## src/logic/page_mmu_consts.svh

```systemverilog
/*
 * Size constants for the page MMU.
 * Included by the package and by every module that sizes arrays,
 * counters or address fields.
 */

`ifndef PAGE_MMU_CONSTS_SVH
`define PAGE_MMU_CONSTS_SVH

// ------------------------------
// Page map geometry
// ------------------------------
`define MMU_PAGE_COUNT      1024    // Pages in map and attribute arrays
`define MMU_PAGE_BITS       10      // Page index width
`define MMU_OFFSET_BITS     10      // In-page word offset
`define MMU_BESM6_PAGE_BITS 5       // Virtual page width in BESM-6 mode

// ------------------------------
// Memory side flow control
// ------------------------------
`define MMU_BUS_CREDITS     4       // Credits held after reset

`endif
```

## src/logic/page_mmu_pkg.sv

```systemverilog
/*
 * Shared types of the page MMU: address vectors, credit count,
 * memory bus opcodes and the fill state machine encoding.
 */

`include "page_mmu_consts.svh"

package page_mmu_pkg;

    typedef logic [31:0] vaddr_t;                                       // Virtual address
    typedef logic [`MMU_PAGE_BITS+`MMU_OFFSET_BITS-1:0] physad_t;       // Physical address
    typedef logic [`MMU_PAGE_BITS-1:0] page_t;                          // Page index
    typedef logic [$clog2(`MMU_BUS_CREDITS+1)-1:0] credit_t;            // Credit count

    // Arbiter opcodes as seen on the memory side
    typedef enum logic [3:0] {
        CCRD  = 4'd1,       // Instruction cache read
        CCWR  = 4'd2,       // Instruction cache write
        DCRD  = 4'd3,       // Data cache read
        DCWR  = 4'd4,       // Data cache write
        DRD   = 4'd9,       // Operand read
        DWR   = 4'd10,      // Result write
        RDMWR = 4'd11,      // Read-modify-write
        BTRWR = 4'd12       // Block transfer write
    } bus_op_t;

    typedef enum logic {
        FILL_IDLE = 1'b0,
        FILL_RUN  = 1'b1    // Walking all pages
    } fill_state_t;

endpackage

```

## src/logic/page_attr_ram.sv

```systemverilog
/*
 * Per-page used, dirty and reprioritize bits. Written by the fill
 * walk, by the host port and by access marking, in that priority.
 * The selected page's bits read back combinationally.
 */

`include "page_mmu_consts.svh"

module page_attr_ram (
    input  logic                clk,
    input  logic                i_mark,         // Access marking
    input  page_mmu_pkg::page_t i_mark_page,
    input  logic                i_mark_dirty,
    input  logic                i_fill_we,      // Fill walk
    input  page_mmu_pkg::page_t i_fill_page,
    input  page_mmu_pkg::page_t i_attr_page,    // Host port
    input  logic                i_attr_we,
    input  logic                i_attr_used,
    input  logic                i_attr_dirty,
    input  logic                i_attr_reprio,
    output logic                o_attr_used,
    output logic                o_attr_dirty,
    output logic                o_attr_reprio
);

    logic used_bits   [`MMU_PAGE_COUNT];    // Page referenced
    logic dirty_bits  [`MMU_PAGE_COUNT];    // Page modified
    logic reprio_bits [`MMU_PAGE_COUNT];    // Reprioritize request

    // ------------------------------
    // Write ports
    // ------------------------------
    always_ff @(posedge clk) begin
        if (i_fill_we) begin
            reprio_bits[i_fill_page] <= 1'b1;       // Fill sets, never clears
        end else if (i_attr_we) begin
            used_bits[i_attr_page]   <= i_attr_used;
            dirty_bits[i_attr_page]  <= i_attr_dirty;
            reprio_bits[i_attr_page] <= i_attr_reprio;
        end else if (i_mark) begin
            used_bits[i_mark_page] <= 1'b1;         // Every access
            if (i_mark_dirty) begin
                dirty_bits[i_mark_page] <= 1'b1;    // Write-type access
            end
        end
    end

    // ------------------------------
    // Readback
    // ------------------------------
    assign o_attr_used   = used_bits[i_attr_page];
    assign o_attr_dirty  = dirty_bits[i_attr_page];
    assign o_attr_reprio = reprio_bits[i_attr_page];

    // Issuer holds off requests for the whole fill, so no mark is lost
    a_no_mark_in_fill : assert property (
        @(posedge clk) i_fill_we |-> !i_mark
    ) else $error("access mark during reprio fill");

endmodule

```

## config.mk

```make
export PLATFORM = sky130hd
export DESIGN_NAME = page_attr_ram
export DESIGN_NICKNAME = d
export VERILOG_FILES = /design/src/logic/page_mmu_pkg.sv /design/src/logic/page_attr_ram.sv
export VERILOG_INCLUDE_DIRS = /design/src /design/src/logic
export SDC_FILE = /design/constraint.sdc
export NUM_CORES = 2
export LEC_CHECK = 0
export BUFFER_PORTS_ARGS = -buffer_cell sky130_fd_sc_hd__buf_2
export CAP_MARGIN = 5
export CORE_ASPECT_RATIO = 1.5
export CORE_MARGIN = 2
export CORE_UTILIZATION = 30
export CTS_BUF_LIST = sky130_fd_sc_hd__clkbuf_8 sky130_fd_sc_hd__clkbuf_16
export DETAILED_ROUTE_END_ITERATION = 6
export PLACE_DENSITY = 0.52
export SETUP_SLACK_MARGIN = 0.2
export SLEW_MARGIN = 40
export SYNTH_ARGS = -nofsm -noshare
export SYNTH_HDL_FRONTEND = slang
export SYNTH_SLANG_ARGS = --single-unit
```

## constraint.sdc

```tcl
create_clock -name clk -period 18.52 [get_ports clk]
set_input_delay 2.778 -clock clk [delete_from_list [all_inputs] [get_ports clk]]
set_output_delay 2.778 -clock clk [all_outputs]
set_load 0.01 [all_outputs]
```

==> flow_metrics.env <==
export IMPL_grt_pass1_wl_mm=609
export IMPL_layout_setup_ws_ns=7.11
export IMPL_grt_pass1_vias=81600
export IMPL_synth_cells=9321
export IMPL_start_kind="primary input"
export IMPL_post_dp_hpwl_mm=243
export IMPL_synth_edf_count=3072
export IMPL_synth_ff_type="edfxtp_1"
export IMPL_mostFrequentLayoutCells="nor2_1, edfxtp_1, mux4_2, mux2i_1, clkbuf_16"
export IMPL_top_usage_layer="met2"
export IMPL_p_per_area_mw_per_mm2=95.5
export IMPL_preCtsSetupSlack_ns=7.18
export IMPL_synth_seq_area_share_pct=69.1
export IMPL_critPathArrivalTime_ns=8.63
export IMPL_die_area_mm2=0.451
export IMPL_power_frac_seq_pct=53.6
export IMPL_htree_levels=5
export IMPL_fmax_mhz=87.7
export IMPL_syn2layout_area_growth_pct=11.9
export IMPL_dieWidth_um=549
export IMPL_layout_commonest_cell="nor2_1"
export IMPL_critical_path_top_delay_family="buffers and inverters"
export IMPL_num_io_pins=41
export IMPL_cp_end_kind="output port"
export IMPL_viasPerCell=5.37
export IMPL_path_cells="buf_8 > buf_12 > buf_4 > or2_4 > buf_4 > o22ai_1 > a211oi_1 > a211oi_1 > nor4_2 > nor3_1 > o31ai_1 > nand3_1 > buf_2"
export IMPL_via_count=81000
export IMPL_netlist_area_mm2=0.134
export IMPL_antenna_found_initial=35
export IMPL_power_frac_comb_pct=6.0
export IMPL_first_pass_iters=7
export IMPL_tightest_slew_ns=0.932
export IMPL_p_leak_nw=45.9
export IMPL_syn_avg_cell_area_um2=14.3
export IMPL_cts_buffer_depth=4
export IMPL_setup_viol=0
export IMPL_slew_violations=0
export IMPL_intPower_mw=11.0
export IMPL_drt_total_wl_mm=437
export IMPL_hold_viol=0
export IMPL_max_stage_delay_ns=0.84
export IMPL_slew_headroom_pct=37.3
export IMPL_cts_hold_buf=0
export IMPL_grt_usage_pct=19.0
export IMPL_synth_cell_type_count=63
export IMPL_criticalPathCategory="in2out"
export IMPL_path_max_fanout=67
export IMPL_peakVddDrop_uv=97.6
export IMPL_place_congestion=0.840
export IMPL_cts_reportedPaths_clkPinSlew_ns=0.06
export IMPL_p_sw_mw=3.27
export IMPL_core_rowCount=300
export IMPL_hold_path_class="in2reg"
export IMPL_met3_usage_pct=3.09
export IMPL_ys_seq_elements=3072
export IMPL_wl_per_cell_um=29.0
export IMPL_postCtsSetupRepairBufs=0
export IMPL_gr_usage_met2_pct=33.4
export IMPL_grt_ovfl_total=0
export IMPL_cts_made_buffers=285
export IMPL_cp_required_ns=15.74
export IMPL_pwr_share_clk_pct=40.4
export IMPL_ctsRootBufferMaster="clkbuf_16"
export IMPL_initial_core_util_pct=30.1
export IMPL_core_area_mm2=0.444
export IMPL_grt_max_degree=180
export IMPL_grt_setup_unrepaired="no"
export IMPL_async_reset_ff_share_pct=0
export IMPL_synth_warnings=0
export IMPL_finalCriticalPeriod_ns=11.41
export IMPL_use_met1_pct=21.8
export IMPL_drc=0
export IMPL_critical_path_slowest_cell="or2_4"
export IMPL_cp_num_buf_inv=5
export IMPL_synth_fp_nets=9359
export IMPL_ant_nets=0
export IMPL_numPortBuffers=40
export IMPL_cts_resized_gates=0
export IMPL_switching_share_pct=22.9
export IMPL_die_h_um=821
export IMPL_cts_tree="done"
export IMPL_fin_setup_tns_ns=0
export IMPL_drv_cap=0
export IMPL_cts_num_sinks=3072
export IMPL_drive_above_1_share_pct=17.3
export IMPL_status="finished, final reports clean"
export IMPL_fin_crit_sh_pct=61.6
export IMPL_final_nets=9002
export IMPL_initialDrtViolationCount=9521
## cell type report
class	count	area (um^2)
antenna	22	55.1
tap	5889	7370
sequential	3072	92200
clock inverter	206	1430
multi-input combinational	5361	38600
inverter	7	36.3
fill	43000	295000
clock buffer	293	7330
timing repair buffer	237	2370
## flip-flops by register name, summed over array words and instances, names as in the netlist
name	cells
dirty_bits	1024
reprio_bits	1024
used_bits	1024
## synthesized netlist by cell type, types with 12 or more instances
cell | instances | area share (%)
buf_6 | 64 | 0.54
buf_4 | 31 | 0.17
mux4_2 | 660 | 11
a221oi_1 | 25 | 0.16
mux2i_1 | 336 | 2.5
nand2_1 | 326 | 0.92
clkbuf_1 | 568 | 1.6
nand4_1 | 12 | 0.056
edfxtp_1 | 3072 | 69
nand2b_1 | 13 | 0.061
a21oi_1 | 100 | 0.37
o21ai_0 | 78 | 0.29
buf_1 | 128 | 0.36
buf_2 | 82 | 0.31
nor2_1 | 3170 | 8.9
nand3_1 | 50 | 0.19
o31ai_1 | 14 | 0.079
o22ai_1 | 90 | 0.42
a22oi_1 | 50 | 0.28
nor2b_1 | 24 | 0.11
nor4_1 | 19 | 0.089
a22o_1 | 21 | 0.14
a211oi_1 | 18 | 0.10
nor3_1 | 87 | 0.33
mux2_2 | 14 | 0.12
o221ai_1 | 112 | 0.73
o21ai_1 | 19 | 0.071
## through the flow
stage	instances	util [%]	total power [mW]	hold slack [ns]	area, um^2
floorplan	9321	-	8.37	3.20	134000
global placement	14500	31.4	8.62	3.42	139000
detailed placement	14600	31.6	8.66	3.47	141000
CTS	15100	33.6	14.4	2.50	149000
global route	15100	33.7	14.6	2.34	149000
finish	15100	33.7	14.3	2.33	149000
## logic make-up (layout without fill, tap and decap cells)
logic type | count (synthesis) | count (layout) | synth area share (%)
AND/OR/NAND/NOR | 3744 | 3744 | 10.9
flip-flops | 3072 | 3072 | 69.1
multiplexers | 1012 | 1012 | 13.8
buffers and inverters | 888 | 743 | 3.09
AO/OA/AOI/OAI | 605 | 605 | 3.15
other | 0 | 22 | 0
## power by group through the flow
stage / combinational, mW / clock (mW) / sequential (mW)
finish: 0.853 / 5.76 / 7.66
global route: 0.888 / 6.08 / 7.65
CTS: 0.850 / 5.86 / 7.66
detailed placement: 0.849 / 0 / 7.81
global placement: 0.811 / 0 / 7.81
floorplan: 0.484 / 0 / 7.89
## worst paths after layout
| path | cells after the start | from | endpoint | slack [ns] |
|---|---|---|---|---|
| worst max-delay path | 13 | i_attr_page[2] | o_attr_reprio | 7.11 |
| worst min-delay path | 2 | i_attr_dirty | dirty_bits[1008] | 2.33 |
## routing by layer
layer / part of all wire (%) / routed length [um]
met1: 36 / 157000
met2: 51 / 221000
met3: 7.2 / 31400
met4: 6.3 / 27600
met5: 0.073 / 319
No activity file was read; power rests on OpenSTA's default activity.
