### src/logic/page_mmu_consts.svh
/*
 * Size constants for the page MMU.
 * Included by the package and by every module that sizes arrays,
 * counters or address fields.
 */

`ifndef PAGE_MMU_CONSTS_SVH
`define PAGE_MMU_CONSTS_SVH

// ------------------------------
// Page map geometry
// ------------------------------
`define MMU_PAGE_COUNT      1024    // Pages in map and attribute arrays
`define MMU_PAGE_BITS       10      // Page index width
`define MMU_OFFSET_BITS     10      // In-page word offset
`define MMU_BESM6_PAGE_BITS 5       // Virtual page width in BESM-6 mode

// ------------------------------
// Memory side flow control
// ------------------------------
`define MMU_BUS_CREDITS     4       // Credits held after reset

`endif
### src/logic/page_mmu_pkg.sv
/*
 * Shared types of the page MMU: address vectors, credit count,
 * memory bus opcodes and the fill state machine encoding.
 */

`include "page_mmu_consts.svh"

package page_mmu_pkg;

    typedef logic [31:0] vaddr_t;                                       // Virtual address
    typedef logic [`MMU_PAGE_BITS+`MMU_OFFSET_BITS-1:0] physad_t;       // Physical address
    typedef logic [`MMU_PAGE_BITS-1:0] page_t;                          // Page index
    typedef logic [$clog2(`MMU_BUS_CREDITS+1)-1:0] credit_t;            // Credit count

    // Arbiter opcodes as seen on the memory side
    typedef enum logic [3:0] {
        CCRD  = 4'd1,       // Instruction cache read
        CCWR  = 4'd2,       // Instruction cache write
        DCRD  = 4'd3,       // Data cache read
        DCWR  = 4'd4,       // Data cache write
        DRD   = 4'd9,       // Operand read
        DWR   = 4'd10,      // Result write
        RDMWR = 4'd11,      // Read-modify-write
        BTRWR = 4'd12       // Block transfer write
    } bus_op_t;

    typedef enum logic {
        FILL_IDLE = 1'b0,
        FILL_RUN  = 1'b1    // Walking all pages
    } fill_state_t;

endpackage

### src/logic/bus_issuer.sv
/*
 * Request acceptance and memory-side issue. Holds the credit count,
 * registers each accepted request for one cycle of o_bus_valid and
 * drives access marking for the translated page.
 */

`include "page_mmu_consts.svh"

module bus_issuer (
    input  logic                  clk,
    input  logic                  reset,
    input  logic                  i_req_valid,
    input  page_mmu_pkg::bus_op_t i_req_op,
    input  page_mmu_pkg::physad_t i_physad,     // Translated i_req_vaddr
    input  logic                  i_fill_busy,
    input  logic                  i_bus_credit, // One credit back
    output logic                  o_req_ready,
    output logic                  o_bus_valid,
    output page_mmu_pkg::physad_t o_bus_physad,
    output page_mmu_pkg::bus_op_t o_bus_op,
    output logic                  o_mark,
    output page_mmu_pkg::page_t   o_mark_page,
    output logic                  o_mark_dirty
);

    page_mmu_pkg::credit_t credits;         // Credits not yet spent on the bus
    page_mmu_pkg::credit_t avail_credits;   // Minus the request on the bus now
    logic                  accept;
    logic                  write_op;

    // ------------------------------
    // Credit accounting
    // ------------------------------
    assign avail_credits = credits - page_mmu_pkg::credit_t'(o_bus_valid);
    assign o_req_ready   = (avail_credits != '0) && !i_fill_busy;
    assign accept        = i_req_valid && o_req_ready;

    always_ff @(posedge clk) begin
        if (reset) begin
            credits <= page_mmu_pkg::credit_t'(`MMU_BUS_CREDITS);
        end else begin
            credits <= avail_credits + page_mmu_pkg::credit_t'(i_bus_credit);
        end
    end

    // ------------------------------
    // Outgoing request
    // ------------------------------
    always_ff @(posedge clk) begin
        if (reset) begin
            o_bus_valid <= 1'b0;
        end else begin
            o_bus_valid <= accept;          // One cycle per request
        end
    end

    always_ff @(posedge clk) begin
        if (accept) begin
            o_bus_physad <= i_physad;
            o_bus_op     <= i_req_op;
        end
    end

    // ------------------------------
    // Access marking
    // ------------------------------
    always_comb begin
        case (i_req_op)
            page_mmu_pkg::CCWR,
            page_mmu_pkg::DCWR,
            page_mmu_pkg::DWR,
            page_mmu_pkg::RDMWR,
            page_mmu_pkg::BTRWR: write_op = 1'b1;   // Page gets modified
            default:             write_op = 1'b0;
        endcase
    end

    assign o_mark       = accept;
    assign o_mark_page  = i_physad[`MMU_OFFSET_BITS +: `MMU_PAGE_BITS];
    assign o_mark_dirty = write_op;

    a_credit_limit : assert property (
        @(posedge clk) disable iff (reset) credits <= page_mmu_pkg::credit_t'(`MMU_BUS_CREDITS)
    ) else $error("credit count above limit");

    a_valid_has_credit : assert property (
        @(posedge clk) disable iff (reset) o_bus_valid |-> credits != '0
    ) else $error("bus request issued without a credit");

endmodule

### config.mk
export PLATFORM = sky130hd
export DESIGN_NAME = bus_issuer
export DESIGN_NICKNAME = d
export VERILOG_FILES = /design/src/logic/page_mmu_pkg.sv /design/src/logic/bus_issuer.sv
export VERILOG_INCLUDE_DIRS = /design/src /design/src/logic
export SDC_FILE = /design/constraint.sdc
export NUM_CORES = 1
export LEC_CHECK = 0
export BUFFER_PORTS_ARGS = -buffer_cell sky130_fd_sc_hd__buf_2
export CELL_PAD_IN_SITES_DETAIL_PLACEMENT = 1
export CELL_PAD_IN_SITES_GLOBAL_PLACEMENT = 1
export CORE_ASPECT_RATIO = 1.75
export CORE_UTILIZATION = 35
export CTS_BUF_LIST = sky130_fd_sc_hd__clkbuf_4
export DETAILED_ROUTE_END_ITERATION = 12
export PLACE_DENSITY = 0.88
export SETUP_SLACK_MARGIN = 0.15
export SYNTH_ARGS = -nofsm -noshare
export SYNTH_HDL_FRONTEND = slang
export SYNTH_SLANG_ARGS = --single-unit
### constraint.sdc
create_clock -name clk -period 7.15 [get_ports clk]
set_input_delay 0.715 -clock clk [delete_from_list [all_inputs] [get_ports clk]]
set_output_delay 0.715 -clock clk [all_outputs]
set_load 0.1 [all_outputs]
==> results.json, run 1 <==
{
  "num-fill-cells": 314,
  "placementRows": 25,
  "vias": 702,
  "avgSynthCellArea_um2": 17.2,
  "yosys_warnings": 0,
  "synthCells": 60,
  "reg2reg_to": "o_bus_physad[1]",
  "nNetsFinal": 155,
  "final_hold_viol_count": 0,
  "peakVddDrop_uv": 133,
  "cpPeakStageDelay_ns": 0.45,
  "relSlewSlack_pct": 67.1,
  "synth.most_common_cell": "edfxtp_1",
  "die_x_um": 43.1,
  "cellLeakagePower_nw": 0.624,
  "period_minus_slack_ns": 2.67,
  "maxCapViolations": 0,
  "drive_above_1_share_pct": 58.7,
  "grt_pass1_wl_um": 2950,
  "async_flop_share_pct": 0,
  "crit_path_frequent_cell": "ha_1",
  "grt_antenna_before_repair": 0,
  "finalWirelength_um": 2060,
  "worstHoldStart": "i_physad[3]",
  "htreeDepth": 1,
  "clk_pin_slew_ns": 0.14,
  "cts_setup_buffers": 0,
  "final_antenna_net_count": 0,
  "core_mm2": 0.00275,
  "gp_congestion": 0.640,
  "cts_tree": "done",
  "ioPinCount": 67,
  "synthTopCellsByArea": "edfxtp_1 70%, dfxtp_1 7.7%, buf_4 7.3%",
  "num_antenna_cells": 0,
  "worstMarginPinSlew_ns": 0.497,
  "syn-cell-area_mm2": 0.00103,
  "dr.first_iter.drc_count": 11,
  "synth_top_area_share_pct": 69.6,
  "path_class": "flip-flop to primary output",
  "worstPathArrival_ns": 1.96,
  "min_path_cells": 1,
  "timing.critical_path.from_type": "flip-flop",
  "power.density_mw_per_mm2": 290,
  "synth_commonest_cells": "24 x edfxtp_1, 10 x buf_4",
  "syn_to_final_growth_pct": 31.8,
  "holdPathEnd": "o_bus_physad[3]",
  "synth_edf_count": 24,
  "r2r-start": "credits[0]",
  "cts_buffers": 3,
  "r2r_cells": 6,
  "ctsResizeCount": 0,
  "critPathMaxFanout": 4,
  "rrSetupSlack_ns": 5.32,
  "clock_sinks": 28,
  "portBuffers": 66,
  "synth.largest_area_cell": "edfxtp_1",
  "drc": 0,
  "initial_core_util_pct": 37.6,
  "seq_area_frac_synth_pct": 77.4,
  "clock_skew_ns": 0.00575,
  "fin_ws_ns": 4.48,
  "grt_pass1_vias": 693,
  "cp_slowest_cell": "buf_2",
  "cts.path.max_buffers": 2,
  "hpwlAfterDp_um": 1690,
  "firstDrtPassIters": 4,
  "yosys_most_used_dff": "edfxtp_1",
  "dieArea_mm2": 0.00319,
  "via_per_inst": 4.74,
  "max_freq_ghz": 0.374,
  "finalSetupTns_ns": 0,
  "path_cells": "inv_1, ha_1, ha_1, xnor2_1, a31oi_2, buf_2",
  "die_y_um": 73.9,
  "yosys_register_bits": 28,
  "status": "finished clean",
  "synthDistinctLibCells": 13,
  "preCtsSetupSlack_ns": 4.83,
  "cts_root_buffer": "clkbuf_4",
  "critPathRequiredTime_ns": 6.43,
  "rsz0062_at_grt": "no",
  "grt_util_all_layers_pct": 12.7,
  "hold_class": "primary input to flip-flop",
  "syn_nets": 93,
  "drv_slew": 0,
  "wl_per_cell_um": 13.9,
  "finalSetupViolations": 0,
  "period_share_pct": 37.4,
  "end_kind": "primary output",
  "cts_hold_buf": 0,
  "grt_overflow": 0,
  "grt_start_max_net_pins": 25,
  "insertion_delay_ns": 0.31
}
## metrics by stage
stage | hold WS, ns | util (%) | power (mW) | cell area, µm² | instances
global route | 0.541 | 49.5 | 0.410 | 1360 | 148
floorplan | 0.585 | - | 0.315 | 1030 | 60
CTS | 0.548 | 49.5 | 0.399 | 1360 | 148
finish | 0.566 | 49.5 | 0.395 | 1360 | 148
global placement | 0.630 | 48.6 | 0.333 | 1340 | 144
detailed placement | 0.650 | 48.6 | 0.337 | 1340 | 144
## per-layer routing
layer	wire, µm	vias up	GRT usage [%]
li1	-	327	-
met1	609	340	10.8
met2	1250	33	25.5
met3	173	2	3.64
met4	20	0	6.06
met5	0	-	0
## registers in the layout, indices dropped and copies added (netlist names)
name and count:
o_bus_valid 1, o_bus_op 4, credits 3, o_bus_physad 20
## power by group
group | total [mW] | internal (mW) | switching (mW)
combinational | 0.139 | 0.0228 | 0.116
sequential | 0.194 | 0.191 | 0.00274
clock | 0.0627 | 0.0204 | 0.0423
## critical path, delay by kind of cell (launching register included)
family | cells | cell delay [ns]
compound gates | 1 | 0.24
xor+xnor | 1 | 0.21
fa+ha+maj | 2 | 0.37
buf+inv | 2 | 0.49
flops | 1 | 0.33
## cell families (layout without fill, tap and decap cells)
group | after synthesis | in the layout | synth area share (%)
AO/OA/AOI/OAI | 4 | 4 | 2.90
multiplexers | 1 | 1 | 0.967
flip-flops | 28 | 28 | 77.4
XOR/XNOR | 1 | 1 | 0.847
buffers and inverters | 14 | 75 | 8.71
adder cells (fa/ha/maj) | 4 | 4 | 4.84
AND/OR/NAND/NOR | 8 | 8 | 4.35
## layout make-up
cell class	count	area, µm²	area share, %
clock buffer	3	22.5	1.65
clock inverter	1	3.75	0.275
inverter	4	15.0	1.10
multi-input combinational	18	150	11.0
sequential	28	801	58.7
tap	27	33.8	2.48
timing repair buffer	67	338	24.8
## layout by cell type, fill, tap and decap left out, types with 2 or more instances in the layout
| master | count |
|---|---|
| buf_2 | 66 |
| clkbuf_4 | 3 |
| dfxtp_1 | 4 |
| edfxtp_1 | 24 |
| ha_1 | 4 |
| inv_1 | 4 |
| nand2b_1 | 2 |
| nor2_1 | 2 |
| nor2b_1 | 4 |
## worst max-delay path by stage
| stage | startpoint | to | depth (start not counted) |
|---|---|---|---|
| floorplan | o_bus_valid | o_mark | 3 |
| global placement | i_fill_busy | o_mark | 4 |
| detailed placement | i_fill_busy | o_mark | 4 |
| CTS | credits[0] | o_mark | 6 |
| global route | credits[0] | o_mark | 6 |
| finish | credits[0] | o_mark | 6 |
No activity file was read; power rests on OpenSTA's default activity.
==> run 2: changes to the inputs <==
--- a/config.mk
+++ b/config.mk
@@ -10,10 +10,10 @@
 export CELL_PAD_IN_SITES_DETAIL_PLACEMENT = 1
 export CELL_PAD_IN_SITES_GLOBAL_PLACEMENT = 1
 export CORE_ASPECT_RATIO = 1.75
-export CORE_UTILIZATION = 35
+export CORE_UTILIZATION = 33
 export CTS_BUF_LIST = sky130_fd_sc_hd__clkbuf_4
 export DETAILED_ROUTE_END_ITERATION = 12
-export PLACE_DENSITY = 0.88
+export PLACE_DENSITY = 0.84
 export SETUP_SLACK_MARGIN = 0.15
 export SYNTH_ARGS = -nofsm -noshare
 export SYNTH_HDL_FRONTEND = slang
==> constraint.sdc (replaced) <==
create_clock -name clk -period 2.69 [get_ports clk]
set_input_delay 0.269 -clock clk [delete_from_list [all_inputs] [get_ports clk]]
set_output_delay 0.269 -clock clk [all_outputs]
set_load 0.1 [all_outputs]
==> run 2 against run 1 <==
Effect of this change: hold slack worse by 0.45 ns; critical path depth decreased by 1; sequential share of layout area decreased by 2.2 points; largest power group unchanged; critical path type unchanged.
==> results.json, run 2 (synthesized netlist as in run 1, its figures left out) <==
{
  "final_cell_mix": "65 x buf_2, 24 x edfxtp_1, 4 x inv_1, 4 x nor2b_1, 4 x ha_1",
  "num_antenna_cells": 0,
  "regArea_um2": 805,
  "die_y_um": 76.1,
  "grt_pass1_vias": 782,
  "drv_slew": 0,
  "crit_path_frequent_cell": "ha_1",
  "reg.largest.list": "o_bus_physad: 20 flops, o_bus_op: 4 flops, credits: 3 flops",
  "period_share_pct": 88.1,
  "cp_slowest_cell": "a31oi_4",
  "cts.path.max_buffers": 2,
  "drive_above_1_share_pct": 61.2,
  "relSlewSlack_pct": 58.5,
  "final_hold_viol_count": 0,
  "crit_family": "compound AO/OA/AOI/OAI gates",
  "largest-register": "o_bus_physad",
  "status": "finished clean",
  "hold_class": "primary input to flip-flop",
  "worstMarginPinSlew_ns": 0.622,
  "gp_congestion": 0.610,
  "placementRows": 26,
  "maxCapViolations": 0,
  "timing.critical_path.from_type": "flip-flop",
  "insertion_delay_ns": 0.31,
  "timing.hold.ws_ns": 0.118,
  "clk_pin_slew_ns": 0.14,
  "clock_sinks": 28,
  "period_minus_slack_ns": 2.37,
  "portBuffers": 66,
  "grt_start_max_net_pins": 18,
  "vias": 692,
  "num-fill-cells": 329,
  "busiest_layer": "met2",
  "finalSetupTns_ns": 0,
  "grt_pass1_wl_um": 3380,
  "dr.first_iter.drc_count": 8,
  "dieArea_mm2": 0.00337,
  "firstDrtPassIters": 2,
  "cpPeakStageDelay_ns": 0.53,
  "via_per_inst": 4.25,
  "peakVddDrop_uv": 312,
  "die_x_um": 44.3,
  "rsz0062_at_grt": "no",
  "largest_reg_flops": 20,
  "nNetsFinal": 155,
  "power.density_mw_per_mm2": 745,
  "finalWirelength_um": 2150,
  "grt_use_met2_pct": 26.3,
  "final_antenna_net_count": 0,
  "grt_antenna_before_repair": 0,
  "critPathMaxFanout": 17,
  "cts_buffers": 3,
  "crit_buf_inv": 1,
  "multi_input_area_um2": 173,
  "finalSetupViolations": 0,
  "htreeDepth": 1,
  "ioPinCount": 67,
  "grt_util_all_layers_pct": 13.5,
  "hpwlAfterDp_um": 1810,
  "syn_to_final_growth_pct": 37.6,
  "initial_core_util_pct": 35.0,
  "final_common_cell": "buf_2",
  "worstPathArrival_ns": 2.10,
  "path_class": "flip-flop to primary output",
  "cts_tree": "done",
  "max_freq_ghz": 0.422,
  "cellLeakagePower_nw": 0.638,
  "rrSetupSlack_ns": 0.60,
  "end_kind": "primary output",
  "drc": 0,
  "clock_skew_ns": 0.0119,
  "wl_per_cell_um": 13.2,
  "use_met1_pct": 13.5,
  "critPathRequiredTime_ns": 2.42,
  "core_mm2": 0.00296,
  "cts_root_buffer": "clkbuf_4",
  "path_cells": "ha_1, ha_1, xnor2_2, a31oi_4, buf_12",
  "grt_overflow": 0,
  "grt_util_met3_pct": 1.66
}
==> run 2: final timing paths <==
kind | to | startpoint | cells past startpoint
worst max register to register | o_bus_physad[0] | o_bus_valid | 5
worst min register to register | credits[2] | credits[2] | 2
worst min-delay path | o_bus_physad[6] | i_physad[6] | 1
worst max-delay path | o_mark | o_bus_valid | 5
==> run 2: area by class of cell <==
class / instances / area share, %
Clock buffer: 3 / 1.58
Sequential cell: 28 / 56.5
Tap cell: 42 / 3.69
Multi-Input combinational cell: 18 / 12.1
Clock inverter: 1 / 0.264
Timing Repair Buffer: 67 / 24.8
Inverter: 4 / 1.05
==> run 2: metrics by stage <==
stage	std cells	worst slack, ns	utilization [%]	cell area (µm²)	total power [mW]
floorplan	60	0.216	-	1060	0.846
global placement	159	0.643	47.0	1390	0.899
detailed placement	159	0.510	47.0	1390	0.909
CTS	163	0.286	48.1	1420	1.07
global route	163	0.186	48.1	1420	1.11
finish	163	0.321	48.1	1420	1.06
==> run 2: metal layers <==
layer / share of wire (%) / wire length [µm] / up-vias
li1: - / - / 326
met5: 0 / 0 / -
met1: 33 / 703 / 332
met2: 61 / 1300 / 32
met3: 5.9 / 126 / 2
met4: 0.56 / 12 / 0
==> run 2: timing repair <==
action | in CTS | in global routing
hold buffers | 0 | 0
endpoints found under the setup margin | 1 | 0
gates resized for setup | 1 | 0
setup buffers | 0 | 0
==> run 2: power breakdown <==
group	switching (mW)	internal (mW)
Combinational	0.315	0.0685
Clock	0.108	0.0542
Sequential	0.00818	0.507
==> run 2: worst register-to-register path, stage by stage (launching register included) <==
cell,delay [ns]
dfxtp_4,0.37
ha_1,0.20
ha_1,0.21
xnor2_2,0.21
a31oi_4,0.54
buf_4,0.29
