$ cat src/logic/page_mmu_consts.svh
/*
 * Size constants for the page MMU.
 * Included by the package and by every module that sizes arrays,
 * counters or address fields.
 */

`ifndef PAGE_MMU_CONSTS_SVH
`define PAGE_MMU_CONSTS_SVH

// ------------------------------
// Page map geometry
// ------------------------------
`define MMU_PAGE_COUNT      1024    // Pages in map and attribute arrays
`define MMU_PAGE_BITS       10      // Page index width
`define MMU_OFFSET_BITS     10      // In-page word offset
`define MMU_BESM6_PAGE_BITS 5       // Virtual page width in BESM-6 mode

// ------------------------------
// Memory side flow control
// ------------------------------
`define MMU_BUS_CREDITS     4       // Credits held after reset

`endif
$ cat src/logic/page_mmu_pkg.sv
/*
 * Shared types of the page MMU: address vectors, credit count,
 * memory bus opcodes and the fill state machine encoding.
 */

`include "page_mmu_consts.svh"

package page_mmu_pkg;

    typedef logic [31:0] vaddr_t;                                       // Virtual address
    typedef logic [`MMU_PAGE_BITS+`MMU_OFFSET_BITS-1:0] physad_t;       // Physical address
    typedef logic [`MMU_PAGE_BITS-1:0] page_t;                          // Page index
    typedef logic [$clog2(`MMU_BUS_CREDITS+1)-1:0] credit_t;            // Credit count

    // Arbiter opcodes as seen on the memory side
    typedef enum logic [3:0] {
        CCRD  = 4'd1,       // Instruction cache read
        CCWR  = 4'd2,       // Instruction cache write
        DCRD  = 4'd3,       // Data cache read
        DCWR  = 4'd4,       // Data cache write
        DRD   = 4'd9,       // Operand read
        DWR   = 4'd10,      // Result write
        RDMWR = 4'd11,      // Read-modify-write
        BTRWR = 4'd12       // Block transfer write
    } bus_op_t;

    typedef enum logic {
        FILL_IDLE = 1'b0,
        FILL_RUN  = 1'b1    // Walking all pages
    } fill_state_t;

endpackage

$ cat src/logic/fill_counter.sv
/*
 * Page counter for the reprioritize fill. Cleared at fill start,
 * advanced once per page, flags the last page of the map.
 */

`include "page_mmu_consts.svh"

module fill_counter (
    input  logic                clk,
    input  logic                i_clear,
    input  logic                i_en,
    output page_mmu_pkg::page_t o_page,
    output logic                o_last_page
);

    page_mmu_pkg::page_t page_cnt;

    always_ff @(posedge clk) begin
        if (i_clear) begin
            page_cnt <= '0;                 // Start at page 0
        end else if (i_en) begin
            page_cnt <= page_cnt + 1'b1;
        end
    end

    assign o_page      = page_cnt;
    assign o_last_page = (page_cnt == page_mmu_pkg::page_t'(`MMU_PAGE_COUNT - 1));

endmodule

$ cat config.mk
export PLATFORM = sky130hd
export DESIGN_NAME = fill_counter
export DESIGN_NICKNAME = d
export VERILOG_FILES = /design/src/logic/page_mmu_pkg.sv /design/src/logic/fill_counter.sv
export VERILOG_INCLUDE_DIRS = /design/src /design/src/logic
export SDC_FILE = /design/constraint.sdc
export NUM_CORES = 1
export LEC_CHECK = 0
export BUFFER_PORTS_ARGS = -buffer_cell sky130_fd_sc_hd__buf_2
export CORE_AREA = 2 2 39 41
export CTS_CLUSTER_DIAMETER = 60
export CTS_CLUSTER_SIZE = 12
export DETAILED_ROUTE_END_ITERATION = 7
export DIE_AREA = 0 0 41 43
export MAX_ROUTING_LAYER = met4
export PLACE_DENSITY = 0.64
export SLEW_MARGIN = 10
export SYNTH_ARGS = -nofsm -noshare
export SYNTH_HDL_FRONTEND = slang
export SYNTH_SLANG_ARGS = --single-unit
$ cat constraint.sdc
create_clock -name clk -period 2.2 [get_ports clk]
set_input_delay 0.44 -clock clk [delete_from_list [all_inputs] [get_ports clk]]
set_output_delay 0.44 -clock clk [all_outputs]
set_load 0.005 [all_outputs]
==> results of run 1 <==
Yosys cell counts:
| cell type | n | area [sq um] |
|---|---|---|
| xor2_1 | 3 | 26.3 |
| nand4_2 | 1 | 12.5 |
| nor2_1 | 5 | 18.8 |
| a21oi_1 | 5 | 25.0 |
| or3_1 | 1 | 6.26 |
| ha_1 | 1 | 12.5 |
| clkbuf_1 | 1 | 3.75 |
| xnor2_1 | 1 | 8.76 |
| dfxtp_1 | 10 | 200 |
| nor3_1 | 1 | 5.00 |
| or4_1 | 3 | 22.5 |
| or3_2 | 1 | 7.51 |
| o21ai_0 | 2 | 10.0 |
| o31ai_1 | 3 | 22.5 |
| nand2_1 | 1 | 3.75 |
| clkbuf_2 | 1 | 5.00 |
| mux2i_1 | 1 | 10.0 |
| inv_1 | 1 | 3.75 |
| nand4_1 | 2 | 12.5 |
| nand3_1 | 5 | 25.0 |
through the flow:
step           utilization [%]  worst slack, ps  hold WS, ps  area [sq um]
2_1_floorplan                -              812          481           442
3_3_place_gp              37.4              774          477           518
3_5_place_dp              37.4              711          487           518
4_1_cts                   40.1              477          460           554
5_1_grt                   40.1              374          473           554
6_report                  40.1              487          463           554
power by group:
| group | switching (mW) | leakage (nW) | internal, mW |
|---|---|---|---|
| clock | 0.0704 | 0.0210 | 0.101 |
| sequential | 0.00597 | 0.0809 | 0.185 |
| combinational | 0.0106 | 0.129 | 0.00914 |
final cells by class:
cell class / count / area share [%]
multi-input cells: 36 / 41.3
inverters: 1 / 0.677
repair buffers: 13 / 11.7
clock buffers: 4 / 6.55
well taps: 16 / 3.61
flip-flops and latches: 10 / 36.1
kinds of logic (layout without fill, tap and decap cells):
logic type | after synthesis | count (layout) | share of synthesized area (%)
AND/OR/NAND/NOR | 20 | 20 | 25.8
AO/OA/AOI/OAI | 10 | 10 | 13.0
flip-flops | 10 | 10 | 45.3
XOR/XNOR | 4 | 4 | 7.93
buffers and inverters | 3 | 18 | 2.83
adder cells (fa/ha/maj) | 1 | 1 | 2.83
multiplexers | 1 | 1 | 2.27
routing by layer:
| layer | vias to the layer above | GRT usage, % | part of all wire (%) |
|---|---|---|---|
| met5 | - | - | 0 |
| met4 | 0 | 10.0 | 2.0 |
| met3 | 4 | 4.71 | 5.5 |
| met2 | 14 | 18.8 | 46 |
| met1 | 197 | 14.0 | 47 |
| li1 | 212 | - | - |
path summary, 6_finish.rpt:
| path | start | to | slack [ps] | depth (start not counted) |
|---|---|---|---|---|
| setup / recovery | o_page[2] | o_last_page | 490 | 3 |
| hold / removal | i_clear | o_page[7] | 460 | 2 |
| hold reg to reg | o_page[9] | o_page[9] | 500 | 2 |
| setup reg to reg | o_page[0] | o_page[8] | 760 | 4 |
worst reg2reg max path, stage by stage (launching register included):
cell and delay, ps:
dfxtp_1 420, ha_1 230, nand2_1 150, or4_1 420, a21oi_1 150
==> results.py, run 1 <==
metrics = {
    "sta": {
        "period_minus_slack_ps": 1710,
        "setup-violations-final": 0,
        "finalHoldViolations": 0,
        "max_freq_mhz": 584,
        "tightest_slew_ps": 250,
        "setup_tns_ps": 0,
        "maxSlewViolCount": 0,
        "finalClockSkew_ps": 4.13,
        "post-route-period-util_pct": 77.9,
        "rsz0062_at_grt": "false",
        "slew_headroom_pct": 83.3,
    },
    "logic_synthesis": {
        "synth_area_per_cell_sq_um": 9.01,
        "ys_ff_latch": 10,
        "synth_warnings": 0,
        "syn_inst": 49,
        "synth_fp_nets": 53,
        "yosysUniqueCellTypes": 20,
        "ys_seq_area_share_pct": 45.3,
        "syn_area_sq_um": 442,
    },
    "final_layout": {
        "final_cell_count_no_fill": 80,
        "register_area_sq_um": 200,
        "multi_input_area_sq_um": 229,
        "final_common_cell": "buf_2",
        "final_cell_mix": "buf_2 (13), dfxtp_1 (10), nand3_1 (5), nor2_1 (5), a21oi_1 (5)",
        "fillers": 149,
        "drive_gt1_share_pct": 29.7,
        "diodes": 0,
        "layout.nets": 69,
        "largest_reg_flops": 10,
        "area_growth_pct": 25.5,
    },
    "clock_network": {
        "cts_buffer_depth": 2,
        "clkLatencyLatePin_ps": 270,
        "cts_sinks": 10,
        "hold_buffers": 0,
        "cts_root_buffer": "clkbuf_4",
        "clk_pin_slew_worst_paths_ps": 70,
        "cts_tree": "yes",
        "postCtsSetupBuffers": 0,
        "cts-htree-levels": 1,
        "numCtsBuffers": 3,
        "cts-resized-gates": 0,
    },
    "die": {
        "dieArea_sq_mm": 0.00176,
        "pin_count": 14,
        "die_x_um": 41,
        "coreArea_sq_mm": 0.00138,
        "die_y_um": 43,
        "std_cell_rows": 14,
        "start_util_pct": 31.9,
    },
    "setup_path": {
        "crit_slowest_cell": "dfxtp_1",
        "path_buf_inv": 1,
        "path_cells": "nand3_1, nor3_1, buf_2",
        "crit_type": "register to output pin",
        "cp-start-kind": "register",
        "cp_max_fo": 6,
        "required_ps": 1760,
        "crit_family": "flip-flops",
        "critPathMaxStageDelay_ps": 460,
        "endpoint_kind": "output pin",
        "arrival_ps": 1270,
    },
    "power": {
        "power_density_mw_per_mm2": 689,
        "p_total_mw": 0.382,
        "ir_drop_uv": 278,
        "p_leak_nw": 0.231,
    },
    "placed_design": {
        "dp_cells": 76,
        "portBuffers": 13,
        "dp_hpwl_um": 701,
        "place_congestion": 0.711,
    },
    "outcome": {
        "status": "complete, no violations",
    },
    "drt": {
        "wl_per_cell_um": 12.5,
        "vias": 427,
        "dr.first_iter.drc_count": 3,
        "drt.antenna.violating_nets": 0,
        "wl_mm": 1.00,
        "drt_pass1_iterations": 4,
        "via_per_inst": 5.34,
        "drc": 0,
    },
    "grt": {
        "antenna_found_initial": 0,
        "overflow": 0,
        "track_usage_pct": 13.1,
        "grt_max_degree": 11,
        "first_global_vias": 383,
        "grt_pass1_wl_mm": 1.47,
    },
    "min_path": {
        "hold_class": "input port to register",
    },
    "job": {
        "drv_cap": 0,
    },
}
Note: power is estimated with default switching activity, not from simulation.
==> run 2: changes to the inputs <==
--- a/config.mk
+++ b/config.mk
@@ -13,7 +13,7 @@
 export DETAILED_ROUTE_END_ITERATION = 7
 export DIE_AREA = 0 0 41 43
 export MAX_ROUTING_LAYER = met4
-export PLACE_DENSITY = 0.64
+export PLACE_DENSITY = 0.66
 export SLEW_MARGIN = 10
 export SYNTH_ARGS = -nofsm -noshare
 export SYNTH_HDL_FRONTEND = slang
==> constraint.sdc (replaced) <==
create_clock -name clk -period 1.4 [get_ports clk]
set_input_delay 0.28 -clock clk [delete_from_list [all_inputs] [get_ports clk]]
set_output_delay 0.28 -clock clk [all_outputs]
set_load 0.005 [all_outputs]
==> run 2 against run 1 <==
Net effect: count of clock-buffer cells in the layout is the same; sequential power grew 56%; worst hold slack lost 170 ps; critical path depth grew 1; critical path type unchanged; largest cell class unchanged; largest power group unchanged; highest routed layer unchanged.
==> results.py, run 2 (synthesis gave the netlist of run 1 again) <==
metrics = {
    "outcome": {
        "status": "complete, no violations",
    },
    "clock_network": {
        "cts_tree": "yes",
        "hold_buffers": 0,
        "numCtsBuffers": 3,
        "cts_root_buffer": "clkbuf_4",
        "cts_sinks": 10,
        "clkLatencyLatePin_ps": 270,
        "cts-htree-levels": 1,
        "clk_pin_slew_worst_paths_ps": 70,
        "cts_buffer_depth": 2,
    },
    "final_layout": {
        "fin_util_pct": 46.6,
        "diodes": 0,
        "drive_gt1_share_pct": 54.3,
        "layout.nets": 75,
        "fin_area_sq_um": 644,
        "largest_reg_flops": 10,
        "area_growth_pct": 45.9,
        "final_cell_mix": "buf_2 (13), dfxtp_2 (7), buf_4 (6), nor2_1 (5), a21oi_1 (5)",
        "final_common_cell": "buf_2",
        "fillers": 140,
    },
    "power": {
        "p_leak_nw": 0.264,
        "swShare_pct": 22.7,
        "power_frac_seq_pct": 48.4,
        "pwr-share-comb_pct": 8.4,
        "p_total_mw": 0.616,
        "p_sw_mw": 0.139,
        "power_frac_clock_pct": 43.2,
        "p_int_mw": 0.476,
        "power_density_mw_per_mm2": 955,
        "ir_drop_uv": 388,
    },
    "sta": {
        "final.setup.worst_slack_ps": 30.1,
        "holdWs_ps": 292,
        "period_minus_slack_ps": 1370,
        "maxSlewViolCount": 0,
        "rsz0062_at_grt": "true",
        "slew_headroom_pct": 87.3,
        "tightest_slew_ps": 188,
        "max_freq_mhz": 730,
        "finalClockSkew_ps": 1.80,
        "finalHoldViolations": 0,
        "setup-violations-final": 0,
        "post-route-period-util_pct": 97.9,
    },
    "setup_path": {
        "endpoint_kind": "output pin",
        "crit_type": "register to output pin",
        "cp-start-kind": "register",
        "path_cells": "ha_4, nand3_1, nor3_2, buf_2",
        "cp_max_fo": 3,
        "required_ps": 1120,
        "crit_slowest_cell": "dfxtp_4",
        "critPathMaxStageDelay_ps": 360,
        "arrival_ps": 1090,
    },
    "grt": {
        "grt_pass1_wl_mm": 1.53,
        "first_global_vias": 366,
        "antenna_found_initial": 0,
        "overflow": 0,
        "grt_max_degree": 11,
        "track_usage_pct": 13.8,
    },
    "placed_design": {
        "dp_hpwl_um": 706,
        "portBuffers": 13,
        "dpl_cell_area_sq_um": 548,
        "pre_cts_ws_ps": 47.5,
        "place_congestion": 0.771,
    },
    "die": {
        "std_cell_rows": 14,
        "start_util_pct": 31.9,
        "pin_count": 14,
        "dieArea_sq_mm": 0.00176,
        "die_y_um": 43,
        "coreArea_sq_mm": 0.00138,
        "die_x_um": 41,
    },
    "drt": {
        "wl_mm": 1.01,
        "drc": 0,
        "vias": 452,
        "drt.antenna.violating_nets": 0,
        "drt_pass1_iterations": 4,
        "wl_per_cell_um": 11.7,
        "dr.first_iter.drc_count": 5,
        "via_per_inst": 5.26,
    },
    "min_path": {
        "hold_class": "input port to register",
    },
    "job": {
        "drv_cap": 0,
    },
}
run 2: critical path, delay by kind of cell (launching register included):
| family | cells | cell delay (ps) |
|---|---|---|
| flops | 1 | 360 |
| simple gates | 2 | 190 |
| fa+ha+maj | 1 | 140 |
| buf+inv | 1 | 130 |
run 2: cell type report:
type / count / area (sq um) / area share, %
timing repair buffer: 19 / 110 / 17.1
sequential: 10 / 213 / 33.0
multi-input combinational: 36 / 262 / 40.6
tap: 16 / 20.0 / 3.11
clock buffer: 4 / 36.3 / 5.63
inverter: 1 / 3.75 / 0.583
run 2: timing repair:
item	in CTS	in global routing
setup endpoints to repair	1	2
gates resized for setup	10	5
pin swaps	0	0
buffers inserted	2	0
run 2: metal layers:
| layer | vias up | share of wire, % | global-route usage, % |
|---|---|---|---|
| met5 | - | 0 | - |
| met4 | 0 | 3.8 | 12.0 |
| met3 | 4 | 5.5 | 3.14 |
| met2 | 17 | 46 | 19.4 |
| met1 | 204 | 45 | 15.5 |
| li1 | 227 | - | - |
run 2: path summary, 6_finish.rpt:
check	slack, ps	to	start	cells past startpoint
max reg2reg	110	o_page[9]	o_page[0]	4
min reg2reg	500	o_page[7]	o_page[7]	2
min	290	o_page[7]	i_clear	2
max	30	o_last_page	o_page[0]	4
run 2: stage by stage:
| step | TNS [ps] | instances |
|---|---|---|
| floorplan | 0 | 49 |
| global placement | 0 | 80 |
| detailed placement | 0 | 80 |
| CTS | 0 | 86 |
| global route | -45.8 | 86 |
| finish | 0 | 86 |
run 2: power by group through the flow:
stage | Combinational, mW | Sequential, mW | Clock (mW)
after floorplan | 0.0202 | 0.305 | 0
after global routing | 0.0575 | 0.300 | 0.289
final | 0.0517 | 0.298 | 0.266
after global placement | 0.0351 | 0.304 | 0
after detailed placement | 0.0347 | 0.305 | 0
after CTS | 0.0495 | 0.298 | 0.273
==> run 3: changes to the inputs <==
--- a/config.mk
+++ b/config.mk
@@ -13,7 +13,7 @@
 export DETAILED_ROUTE_END_ITERATION = 7
 export DIE_AREA = 0 0 41 43
 export MAX_ROUTING_LAYER = met4
-export PLACE_DENSITY = 0.66
+export PLACE_DENSITY = 0.58
 export SLEW_MARGIN = 10
 export SYNTH_ARGS = -nofsm -noshare
 export SYNTH_HDL_FRONTEND = slang
==> run 3 against run 2 <==
Net effect: sequential power about the same; clock power down 27%; maximum frequency up 0.85%; cell count unchanged; highest routed layer unchanged; worst setup slack better by 11 ps; worst hold slack better by 16 ps; critical endpoint unchanged; critical path depth unchanged; core utilization down 0.63 points; die area unchanged; design area down 1.4%; total power down 11%; critical path type unchanged; count of clock-buffer cells in the layout down 1.
==> results.py, run 3 (synthesis gave the netlist of run 1 again) <==
metrics = {
    "grt": {
        "overflow": 0,
        "antenna_found_initial": 0,
        "grt_max_degree": 11,
        "grt_pass1_wl_mm": 1.76,
        "track_usage_pct": 15.9,
        "first_global_vias": 379,
    },
    "setup_path": {
        "cp-start-kind": "register",
        "arrival_ps": 1080,
        "r2r-start": "o_page[0]",
        "endpoint_kind": "output pin",
        "required_ps": 1120,
        "crit_type": "register to output pin",
        "cp_max_fo": 3,
        "critPathLaunch": "o_page[1]",
    },
    "drt": {
        "vias": 434,
        "wl_per_cell_um": 12.6,
        "via_per_inst": 5.05,
        "dr.first_iter.drc_count": 6,
        "drt.antenna.violating_nets": 0,
        "drt_pass1_iterations": 3,
        "wl_mm": 1.08,
        "drc": 0,
    },
    "clock_network": {
        "cts_sinks": 10,
        "numCtsBuffers": 3,
        "cts_root_buffer": "clkbuf_4",
        "cts-htree-levels": 1,
        "hold_buffers": 0,
        "clkLatencyLatePin_ps": 260,
        "cts_buffer_depth": 2,
        "clk_pin_slew_worst_paths_ps": 60,
        "cts_tree": "yes",
    },
    "die": {
        "pin_count": 14,
        "coreArea_sq_mm": 0.00138,
        "start_util_pct": 31.9,
        "die_y_um": 43,
        "die_x_um": 41,
        "dieArea_sq_mm": 0.00176,
        "std_cell_rows": 14,
    },
    "final_layout": {
        "diodes": 0,
        "area_growth_pct": 43.9,
        "final_common_cell": "buf_2",
        "layout.nets": 76,
        "final_cell_count_no_fill": 86,
        "final_cell_mix": "buf_2 (13), buf_4 (7), dfxtp_2 (6), nor2_1 (5), a21oi_1 (5)",
        "drive_gt1_share_pct": 52.9,
        "largest_reg_flops": 10,
    },
    "placed_design": {
        "dp_hpwl_um": 693,
        "dp_cells": 81,
        "portBuffers": 13,
        "place_congestion": 0.704,
    },
    "sta": {
        "setup-violations-final": 0,
        "setup_tns_ps": 0,
        "finalClockSkew_ps": 5.21,
        "period_minus_slack_ps": 1360,
        "rsz0062_at_grt": "true",
        "max_freq_mhz": 736,
        "post-route-period-util_pct": 97.0,
        "maxSlewViolCount": 0,
        "finalHoldViolations": 0,
        "slew_headroom_pct": 86.6,
        "tightest_slew_ps": 199,
    },
    "min_path": {
        "hold_path.startpoint": "i_clear",
        "hold_class": "input port to register",
    },
    "power": {
        "p_leak_nw": 0.262,
        "ir_drop_uv": 486,
        "p_total_mw": 0.548,
        "power_density_mw_per_mm2": 862,
    },
    "job": {
        "drv_cap": 0,
    },
    "outcome": {
        "status": "complete, no violations",
    },
}
run 3: critical path: stages (launching register included):
cell     delay [ps]
dfxtp_4         370
ha_4            140
nand3_1          90
nor3_2          100
buf_2           130
run 3: path summary, 6_finish.rpt:
check           endpoint  slack [ps]  cells past startpoint
min reg2reg    o_page[7]         500                      2
max          o_last_page          40                      4
min            o_page[6]         310                      2
max reg2reg    o_page[9]         110                      4
run 3: where the power goes:
group	total [mW]	internal (mW)	switching [mW]
combinational	0.0560	0.0305	0.0255
sequential	0.299	0.291	0.00768
clock	0.193	0.0991	0.0940
run 3: stage by stage:
step	utilization (%)	area [sq um]	hold WS [ps]	worst slack [ps]
floorplan	-	442	481	113
global placement	40.1	556	495	124
detailed placement	40.1	556	495	89.7
CTS	45.5	629	297	2.99
global route	45.9	636	303	-24.1
finish	45.9	636	307	41.6
run 3: timing repair:
action                                  in CTS  in global routing
setup buffers                                2                  0
endpoints found under the setup margin       1                  3
cloned                                       0                  0
gates resized for setup                     13                  2
run 3: layout make-up:
| cell class | instances | area (sq um) |
|---|---|---|
| inverters | 1 | 3.75 |
| multi-input cells | 36 | 256 |
| repair buffers | 20 | 118 |
| well taps | 16 | 20.0 |
| clock buffers | 3 | 22.5 |
| flip-flops and latches | 10 | 215 |
| fillers | 143 | 748 |
run 3: layer usage:
metal / wire length [um] / vias to the layer above / GRT usage (%) / share of wire, %
li1: - / 223 / - / -
met1: 520 / 195 / 20.8 / 48
met2: 487 / 14 / 19.7 / 45
met3: 67 / 2 / 9.42 / 6.2
met4: 9 / 0 / 6.00 / 0.83
met5: 0 / - / - / 0
